## src/include/list_consts.svh

```systemverilog
`ifndef LIST_CONSTS_SVH
`define LIST_CONSTS_SVH

`define LIST_DEPTH 4
`define TAG_W      2
`define INDEX_W    4
`define LEN_W      3
`define CMD_W      3

// line status codes
`define STS_INVALID 3'b000
`define STS_VALID   3'b001
`define STS_DIRTY   3'b010
`define STS_FETCH   3'b100
`define STS_EVICT   3'b110

// access commands
`define CMD_LOOKUP_WR  3'd0
`define CMD_LOOKUP_RD  3'd1
`define CMD_ALLOC      3'd2
`define CMD_WB_DONE    3'd3
`define CMD_FILL_DIRTY 3'd4
`define CMD_FILL_CLEAN 3'd5

`endif

```

## src/verilog/list_pkg.sv

```systemverilog
`include "list_consts.svh"

package list_pkg;

    typedef logic [`TAG_W-1:0]   tag_t;
    typedef logic [`INDEX_W-1:0] index_t;
    typedef logic [`LEN_W-1:0]   len_t;
    typedef logic [`CMD_W-1:0]   cmd_t;

    typedef enum logic [2:0] {
        ST_INVALID = `STS_INVALID,
        ST_VALID   = `STS_VALID,
        ST_DIRTY   = `STS_DIRTY,
        ST_FETCH   = `STS_FETCH,
        ST_EVICT   = `STS_EVICT
    } line_status_e;

    typedef struct packed {
        logic   req;
        cmd_t   cmd;
        index_t index;
        tag_t   tag;
    } acc_req_t;

    typedef struct packed {
        logic         gnt;
        line_status_e status;
        tag_t         return_tag;
        index_t       return_index;
    } acc_rsp_t;

    // granted operation, flags already qualified by req and gnt
    typedef struct packed {
        logic   touch;
        logic   alloc_free;
        logic   alloc_evict;
        logic   mark_dirty;
        logic   wb_done;
        logic   fill_dirty;
        logic   fill_clean;
        tag_t   tgt;
        index_t index;
    } acc_op_t;

    typedef line_status_e [`LIST_DEPTH-1:0] entry_status_t;
    typedef index_t [`LIST_DEPTH-1:0]       entry_index_t;

endpackage

```

## src/verilog/acc_decode.sv

```systemverilog
`timescale 1ns/1ps
`include "list_consts.svh"

module acc_decode (
    input  list_pkg::acc_req_t      req,
    input  list_pkg::entry_status_t statuses,
    input  list_pkg::entry_index_t  indices,
    input  list_pkg::tag_t          free_tail,
    input  logic                    free_empty,
    input  list_pkg::tag_t          lru_tail,
    output logic                    gnt,
    output list_pkg::acc_op_t       op
);
    import list_pkg::*;

    logic         is_lookup;
    logic         is_lookup_wr;
    logic         is_alloc;
    logic         hit;
    tag_t         hit_tag;
    line_status_e hit_status;
    line_status_e tag_status;
    logic         tail_busy;
    logic         stall;
    logic         fire;

    assign is_lookup_wr = req.cmd == `CMD_LOOKUP_WR;
    assign is_lookup    = is_lookup_wr || req.cmd == `CMD_LOOKUP_RD;
    assign is_alloc     = req.cmd == `CMD_ALLOC;

    // fully associative match over live entries
    always_comb begin
        hit     = 1'b0;
        hit_tag = '0;
        for (int i = 0; i < `LIST_DEPTH; i++) begin
            if (is_lookup && statuses[i] != ST_INVALID && indices[i] == req.index) begin
                hit     = 1'b1;
                hit_tag = tag_t'(i);
            end
        end
    end

    assign hit_status = statuses[hit_tag];
    assign tag_status = statuses[req.tag];

    // victim still waiting on a fill or a write-back
    assign tail_busy = statuses[lru_tail] == ST_FETCH || statuses[lru_tail] == ST_EVICT;

    assign stall = (is_alloc && free_empty && tail_busy) ||
                   (is_lookup_wr && hit && hit_status == ST_EVICT);

    assign gnt  = !(req.req && stall);
    assign fire = req.req && gnt;

    always_comb begin
        op             = '0;
        op.touch       = fire && hit;
        op.alloc_free  = fire && is_alloc && !free_empty;
        op.alloc_evict = fire && is_alloc && free_empty;
        op.mark_dirty  = fire && is_lookup_wr && hit && hit_status == ST_VALID;
        op.wb_done     = fire && req.cmd == `CMD_WB_DONE && tag_status == ST_EVICT;
        op.fill_dirty  = fire && req.cmd == `CMD_FILL_DIRTY && tag_status == ST_FETCH;
        op.fill_clean  = fire && req.cmd == `CMD_FILL_CLEAN && tag_status == ST_FETCH;
        op.index       = req.index;

        if (op.touch) begin
            op.tgt = hit_tag;
        end else if (op.alloc_free) begin
            op.tgt = free_tail;
        end else if (op.alloc_evict) begin
            op.tgt = lru_tail;
        end else if (op.wb_done || op.fill_dirty || op.fill_clean) begin
            op.tgt = req.tag;
        end
    end

endmodule

```

## src/verilog/tag_state.sv

```systemverilog
`timescale 1ns/1ps
`include "list_consts.svh"

module tag_state (
    input  logic                    clk,
    input  logic                    rst_n,
    input  list_pkg::acc_op_t       op,
    output list_pkg::entry_status_t statuses,
    output list_pkg::entry_index_t  indices
);
    import list_pkg::*;

    entry_status_t status_nxt;
    entry_index_t  index_nxt;

    always_comb begin
        status_nxt = statuses;
        index_nxt  = indices;
        for (int i = 0; i < `LIST_DEPTH; i++) begin
            if (op.tgt == tag_t'(i)) begin
                case (statuses[i])
                    ST_INVALID: begin
                        if (op.alloc_free) begin
                            status_nxt[i] = ST_FETCH;
                            index_nxt[i]  = op.index;
                        end
                    end
                    ST_VALID: begin
                        // clean victim is reused at once
                        if (op.alloc_evict) begin
                            status_nxt[i] = ST_FETCH;
                            index_nxt[i]  = op.index;
                        end else if (op.mark_dirty) begin
                            status_nxt[i] = ST_DIRTY;
                        end
                    end
                    ST_DIRTY: begin
                        // old index kept until write-back is done
                        if (op.alloc_evict) begin
                            status_nxt[i] = ST_EVICT;
                        end
                    end
                    ST_FETCH: begin
                        if (op.fill_dirty) begin
                            status_nxt[i] = ST_DIRTY;
                        end else if (op.fill_clean) begin
                            status_nxt[i] = ST_VALID;
                        end
                    end
                    ST_EVICT: begin
                        if (op.wb_done) begin
                            status_nxt[i] = ST_FETCH;
                            index_nxt[i]  = op.index;
                        end
                    end
                    default: begin
                        status_nxt[i] = statuses[i];
                    end
                endcase
            end
        end
    end

    always_ff @(posedge clk or negedge rst_n) begin
        if (!rst_n) begin
            for (int i = 0; i < `LIST_DEPTH; i++) begin
                statuses[i] <= ST_INVALID;
                indices[i]  <= '0;
            end
        end else begin
            statuses <= status_nxt;
            indices  <= index_nxt;
        end
    end

endmodule

```

## src/verilog/lru_lists.sv

```systemverilog
`timescale 1ns/1ps
`include "list_consts.svh"

module lru_lists (
    input  logic              clk,
    input  logic              rst_n,
    input  list_pkg::acc_op_t op,
    output list_pkg::tag_t    free_tail,
    output logic              free_empty,
    output list_pkg::tag_t    lru_tail
);
    import list_pkg::*;

    // link tables shared by both lists
    tag_t prev_tag [`LIST_DEPTH];
    tag_t next_tag [`LIST_DEPTH];

    len_t free_len;
    tag_t lru_head;
    len_t lru_len;

    logic lru_empty;
    logic move;
    logic at_head;
    logic at_tail;
    tag_t tgt_prev;
    tag_t tgt_next;

    assign free_empty = free_len == '0;
    assign lru_empty  = lru_len == '0;

    assign move     = op.touch || op.alloc_evict;
    assign at_head  = op.tgt == lru_head;
    assign at_tail  = op.tgt == lru_tail;
    assign tgt_prev = prev_tag[op.tgt];
    assign tgt_next = next_tag[op.tgt];

    always_ff @(posedge clk or negedge rst_n) begin
        if (!rst_n) begin
            // free list starts as a ring of all entries
            for (int i = 0; i < `LIST_DEPTH; i++) begin
                prev_tag[i] <= tag_t'((i + `LIST_DEPTH - 1) % `LIST_DEPTH);
                next_tag[i] <= tag_t'((i + 1) % `LIST_DEPTH);
            end
            free_tail <= tag_t'(`LIST_DEPTH - 1);
            free_len  <= len_t'(`LIST_DEPTH);
            lru_head  <= '0;
            lru_tail  <= '0;
            lru_len   <= '0;
        end else if (op.alloc_free) begin
            // free list is walked backwards from its tail
            free_tail <= tgt_prev;
            free_len  <= free_len - len_t'(1);

            // new entry becomes the recency head
            next_tag[op.tgt] <= lru_head;
            if (lru_empty) begin
                lru_tail <= op.tgt;
            end else begin
                prev_tag[lru_head] <= op.tgt;
            end
            lru_head <= op.tgt;
            lru_len  <= lru_len + len_t'(1);
        end else if (move && !at_head) begin
            // unlink
            if (at_tail) begin
                lru_tail <= tgt_prev;
            end else begin
                next_tag[tgt_prev] <= tgt_next;
                prev_tag[tgt_next] <= tgt_prev;
            end
            // and relink in front
            next_tag[op.tgt]   <= lru_head;
            prev_tag[lru_head] <= op.tgt;
            lru_head           <= op.tgt;
        end
    end

endmodule

```

## src/verilog/acc_result.sv

```systemverilog
`timescale 1ns/1ps

module acc_result (
    input  list_pkg::acc_op_t       op,
    input  list_pkg::entry_status_t statuses,
    input  list_pkg::entry_index_t  indices,
    output list_pkg::line_status_e  status,
    output list_pkg::index_t        return_index
);
    import list_pkg::*;

    logic report;

    assign report = op.touch || op.alloc_free || op.alloc_evict;

    // pre-update view of the target, so a dirty victim hands back its old index
    always_comb begin
        status       = ST_INVALID;
        return_index = '0;
        if (report) begin
            status       = statuses[op.tgt];
            return_index = indices[op.tgt];
        end
    end

endmodule

```

## src/verilog/list_ctrl_top.sv

```systemverilog
`timescale 1ns/1ps

module list_ctrl_top (
    input  logic               clk,
    input  logic               rst_n,
    input  list_pkg::acc_req_t req,
    output list_pkg::acc_rsp_t rsp
);
    import list_pkg::*;

    logic          gnt;
    acc_op_t       op;
    entry_status_t statuses;
    entry_index_t  indices;
    tag_t          free_tail;
    logic          free_empty;
    tag_t          lru_tail;
    line_status_e  status;
    index_t        return_index;

    acc_decode u_decode (
        .req        (req),
        .statuses   (statuses),
        .indices    (indices),
        .free_tail  (free_tail),
        .free_empty (free_empty),
        .lru_tail   (lru_tail),
        .gnt        (gnt),
        .op         (op)
    );

    tag_state u_tag_state (
        .clk      (clk),
        .rst_n    (rst_n),
        .op       (op),
        .statuses (statuses),
        .indices  (indices)
    );

    lru_lists u_lru_lists (
        .clk        (clk),
        .rst_n      (rst_n),
        .op         (op),
        .free_tail  (free_tail),
        .free_empty (free_empty),
        .lru_tail   (lru_tail)
    );

    acc_result u_result (
        .op           (op),
        .statuses     (statuses),
        .indices      (indices),
        .status       (status),
        .return_index (return_index)
    );

    // tgt is zero when nothing took effect
    assign rsp.gnt          = gnt;
    assign rsp.status       = status;
    assign rsp.return_tag   = op.tgt;
    assign rsp.return_index = return_index;

endmodule

```

## config.mk

```make
export PLATFORM = sky130hd
export DESIGN_NAME = list_ctrl_top
export DESIGN_NICKNAME = d
export VERILOG_FILES = /design/src/verilog/list_pkg.sv /design/src/verilog/acc_decode.sv /design/src/verilog/tag_state.sv /design/src/verilog/lru_lists.sv /design/src/verilog/acc_result.sv /design/src/verilog/list_ctrl_top.sv
export VERILOG_INCLUDE_DIRS = /design/src /design/src/include
export SDC_FILE = /design/constraint.sdc
export NUM_CORES = 1
export LEC_CHECK = 0
export ABC_AREA = 0
export BUFFER_PORTS_ARGS = -buffer_cell sky130_fd_sc_hd__buf_2
export CORE_ASPECT_RATIO = 0.7
export CORE_MARGIN = 1.5
export CORE_UTILIZATION = 45
export DETAILED_ROUTE_END_ITERATION = 10
export PLACE_DENSITY = 0.57
export SETUP_SLACK_MARGIN = 0.5
export SLEW_MARGIN = 20
export SYNTH_ARGS = -nofsm -noshare
export SYNTH_HDL_FRONTEND = slang
export SYNTH_SLANG_ARGS = --single-unit
export TNS_END_PERCENT = 5
```

## constraint.sdc

```tcl
create_clock -name clk -period 9.8 [get_ports clk]
set_input_delay 1.96 -clock clk [delete_from_list [all_inputs] [get_ports clk]]
set_output_delay 1.96 -clock clk [all_outputs]
set_load 0.03 [all_outputs]
```

### Word level (Yosys, flattened, before mapping)

Cells that the tools add are included.

* input port bits: 12
* register bits after elaboration: 56

* $add $sub $neg: 2
* multiplexer cells: 78
* order comparisons: 12
* bitwise operators: 4
* reduce and logical (&&, ||, !) cells: 75
* equal/unequal tests: 62

Operators by type and width (count)
* $mux W8: 11
* $pmux W3 S5: 4
* $bwmux W8: 6
* $pmux W4 S3: 4
* $eq A3 B3 Y1 const B: 15
* $mux W2: 20
* $mux W3: 12
* $logic_and A1 B1 Y1: 32
* $reduce_and A7 Y1: 4
* $bmux W3 S2: 4
* $ne A2 B1 Y1 const B: 12
* $reduce_bool A3 Y1: 8
* $logic_not A3 Y1: 7
* $mux W4: 5
* $reduce_and A5 Y1: 4
* $reduce_bool A5 Y1: 4
* $eq A3 B1 Y1 const B: 6
* $eq A3 B2 Y1 const B: 6
* $demux W2 S2: 4
* $eq A4 B4 Y1: 4
* $ge A3 B3 Y1 const B: 4
* $lt A2 B3 Y1 const B: 4
* $lt A3 B1 Y1 const B: 4
* $ne A2 B2 Y1 const B: 6
* 17 further kinds: 43

### Depth between registers and ports, before layout

* word-level depth: 39
* depth in mapped cells: 16
* mapped depth without buffers: 14

### Cells and area by module

A second synthesis with hierarchy kept.

* cell total of the unflattened synthesis: 476
* area total of the unflattened synthesis: 4595.7 sq um

By module, submodules not included
* lru_lists: times used 1, area an instance 1889.3 sq um, cells each 190
* tag_state: times used 1, area an instance 1721.7 sq um, cells each 165
* acc_decode: times used 1, area an instance 754.5 sq um, cells each 103
* acc_result: times used 1, area an instance 222.7 sq um, cells each 17
* list_ctrl_top: times used 1, area an instance 7.5 sq um, cells each 1

### Worst setup path before layout

No wires, ideal clock.

* kind: input to output
* from: in req[4] (netlist bit)
* to: out rsp[6] (netlist bit)
* arrival: 4.846 ns
* path slack: 2.994 ns
* cell stages on the path: 13
* buffers on the path: 4
* cells stage by stage: buf_6 > xor2_1 > or4_4 > or2_4 > a311oi_2 > nor3_2 > a21oi_4 > buf_8 > buf_2 > buf_2 > mux2i_1 > nand2_1 > and3_1

RTL lines
* start: declaration: line list_ctrl_top.sv:6 `input list_pkg::acc_req_t req,`
* end: declaration: line list_ctrl_top.sv:7 `output list_pkg::acc_rsp_t rsp`

==> summary.txt <==
RSZ-0062 raised after global routing -> false
pin count of the biggest net entering global routing -> 57
Crit path arrival time -> 5310 ps
async set-reset flop share out of synthesis -> 100%
Mapped Area -> 4590 µm²
status -> completed
crit path max fanout -> 29
Worst-Margin Slew -> 1050 ps
Core ar. -> 9800 µm²
Setup TNS -> 0 ps
EDFF count, synth -> 0
clock period minus final worst setup slack -> 7270 ps
startpoint types -> input port
largest area contributor in the netlist -> dfrtp_1
clock buffer depth -> 2
fin cells -> 627
antenna cells -> 0
fmax -> 0.138 GHz
Hold/Removal Path Class -> register to register
Initial Utilization -> 46.8%
clock tree from TritonCTS -> yes
Final Power -> 1.11 mW
vias in the first global route -> 3604
RePlAce Congestion -> 0.879
Placed Instances -> 619
dominant synthesized flop cell -> dfrtp_1
cell with the most instances after synthesis -> nand2_1
Yosys warning total -> 0
CTS H-tree depth -> 2
DR vias/cell -> 6.16
drt first pass iters -> 6
root buffer cell -> clkbuf_16
Core Util, Final -> 49.4%
share of layout cells above drive strength 1 -> 21.0%
total CTS buffers -> 5
worst hold slack -> 479 ps
clock sink total -> 56
Worst Setup SP -> req[2]
DR vias -> 3864
worst hold start -> u_lru_lists.free_tail[1]
drt total wl -> 12300 µm
max-cap viol count -> 0
hold endpoint -> u_lru_lists.free_tail[1]
I/O pins -> 22
Syn-to-layout area delta -> 5.43%
FF-to-FF setup slack -> 5080 ps
Max VDD drop -> 0.000132 V
GRT Util Overall -> 24.4%
power per cell area -> 230 nW/µm²
register area share after synthesis -> 30.9%
final-report max-slew violation count -> 0
Unique masters post-synth -> 90
relative slew slack -> 29.7%
Avg Cell Area, Syn -> 9.12 µm²
hold-critical path depth -> 2
die width -> 124 µm
initial drt markers -> 392
register bit total from synthesis -> 56
DR DRC count -> 0
Clk Latency, worst-skew pair -> 290 ps
endpoints failing hold -> 0
Crit path required time -> 7840 ps
Post-CTS Setup Bufs -> 0
post-CTS sizing -> 0
final cycle utilization of the critical path -> 74.2%
Die Area -> 10800 µm²
worst r2r src -> u_tag_state.statuses[6]
Post-DRT Antenna Nets -> 0
Avg WL per Cell -> 19.6 µm
# setup viols final -> 0
cells on worst reg2reg path -> 12
post-synth top area share -> 24.5%
Crit. End Element -> output pin
GR Overflow Total -> 0
port buffer count -> 21
clock skew -> 5.17 ps
Mapped Nets -> 519
most frequent cells after synthesis -> nand2_1, dfrtp_1, nor2_1, mux2i_1, a21oi_1
Static Leak -> 1.91 nW
first-pass GRT wire length -> 20200 µm
Synth Instances -> 503
hold buffers post-CTS -> 0
die height -> 87.5 µm
nets -> 514
std cell rows -> 30
CP Class -> input port to output pin
FF-to-FF End -> u_lru_lists.next_tag[6]
initial antenna violation count -> 0
Worst-path clk slew -> 70 ps
largest cells by area after synthesis -> dfrtp_1, dfstp_2, mux2i_1, mux2_2, nand2_1
Post-DP HPWL -> 8930 µm
-- final cells by class --
cell class,count,area (µm²)
fillers,951,4960
multi-input cells,392,2910
flip-flops and latches,56,1420
well taps,128,160
clock buffers,7,143
repair buffers,25,135
inverters,18,67.6
clock inverters,1,7.51
-- worst max-delay path, stage by stage --
cell and delay [ps]:
buf_2 160, xor2_1 180, nor4_1 510, o311a_1 490, a311o_1 250, a22oi_4 130, a21oi_4 410, buf_4 500
mux2i_1 230, nand2_1 70, and3_1 200, buf_2 170
-- cells by family (layout without fill, tap and decap cells) --
| group | count (synthesis) | after routing | share of synthesized area, % |
|---|---|---|---|
| compound gates | 145 | 145 | 24.1 |
| xor+xnor | 23 | 23 | 4.56 |
| fa+ha+maj | 4 | 4 | 1.09 |
| buf+inv | 55 | 51 | 5.76 |
| flops | 56 | 56 | 30.9 |
| mux | 54 | 54 | 13.9 |
| simple gates | 166 | 166 | 19.7 |
-- where the power goes --
| group | total [mW] | switching (mW) | internal (mW) |
|---|---|---|---|
| clock | 0.184 | 0.0823 | 0.102 |
| sequential | 0.423 | 0.104 | 0.319 |
| combinational | 0.505 | 0.285 | 0.220 |
-- how the worst max path moves through the flow --
stage	slack, ps	depth (start not counted)	end
2_1_floorplan	2990	13	rsp[6]
5_1_grt	2290	12	rsp[2]
3_3_place_gp	2720	12	rsp[2]
3_5_place_dp	2630	12	rsp[2]
6_report	2530	12	rsp[2]
4_1_cts	2610	12	rsp[2]
-- cell usage in the layout (no fill, tap or decap), types with 5 or more instances in the layout --
| cell type | instances |
|---|---|
| a2bb2oi_1 | 13 |
| nor3_1 | 16 |
| mux2i_1 | 25 |
| and3_1 | 11 |
| o31ai_1 | 8 |
| dfstp_2 | 11 |
| inv_1 | 17 |
| xnor2_1 | 10 |
| o22ai_1 | 10 |
| mux2_2 | 19 |
| o21ai_0 | 21 |
| nand3_1 | 6 |
| clkbuf_16 | 5 |
| o21ai_1 | 5 |
| nor2_1 | 33 |
| nor2b_1 | 5 |
| a21oi_1 | 23 |
| nand2b_1 | 9 |
| buf_2 | 21 |
| a31oi_1 | 5 |
| o211ai_1 | 6 |
| dfrtp_1 | 45 |
| nand2_1 | 51 |
| o21a_1 | 5 |
| xor2_1 | 12 |
-- sequential cells by signal (all words and copies together) (netlist names) --
name	cells
u_lru_lists.free_len	3
u_lru_lists.free_tail	2
u_lru_lists.lru_head	2
u_lru_lists.lru_len	3
u_lru_lists.lru_tail	2
u_lru_lists.next_tag	8
u_lru_lists.prev_tag	8
u_tag_state.indices	16
u_tag_state.statuses	12
-- per-layer routing --
metal / up-vias / track usage, % / routed length [µm]
met1: 1874 / 39.9 / 6450
met5: - / 0 / 0
met4: 0 / 3.76 / 78
met3: 12 / 4.06 / 804
met2: 131 / 33.4 / 4960
li1: 1847 / - / -
-- stage by stage --
step | worst slack [ps] | cell area, µm²
finish | 2530 | 4840
global route | 2290 | 4840
CTS | 2610 | 4840
detailed placement | 2630 | 4690
global placement | 2720 | 4690
floorplan | 2990 | 4590
(Power assumes the default switching activity.)
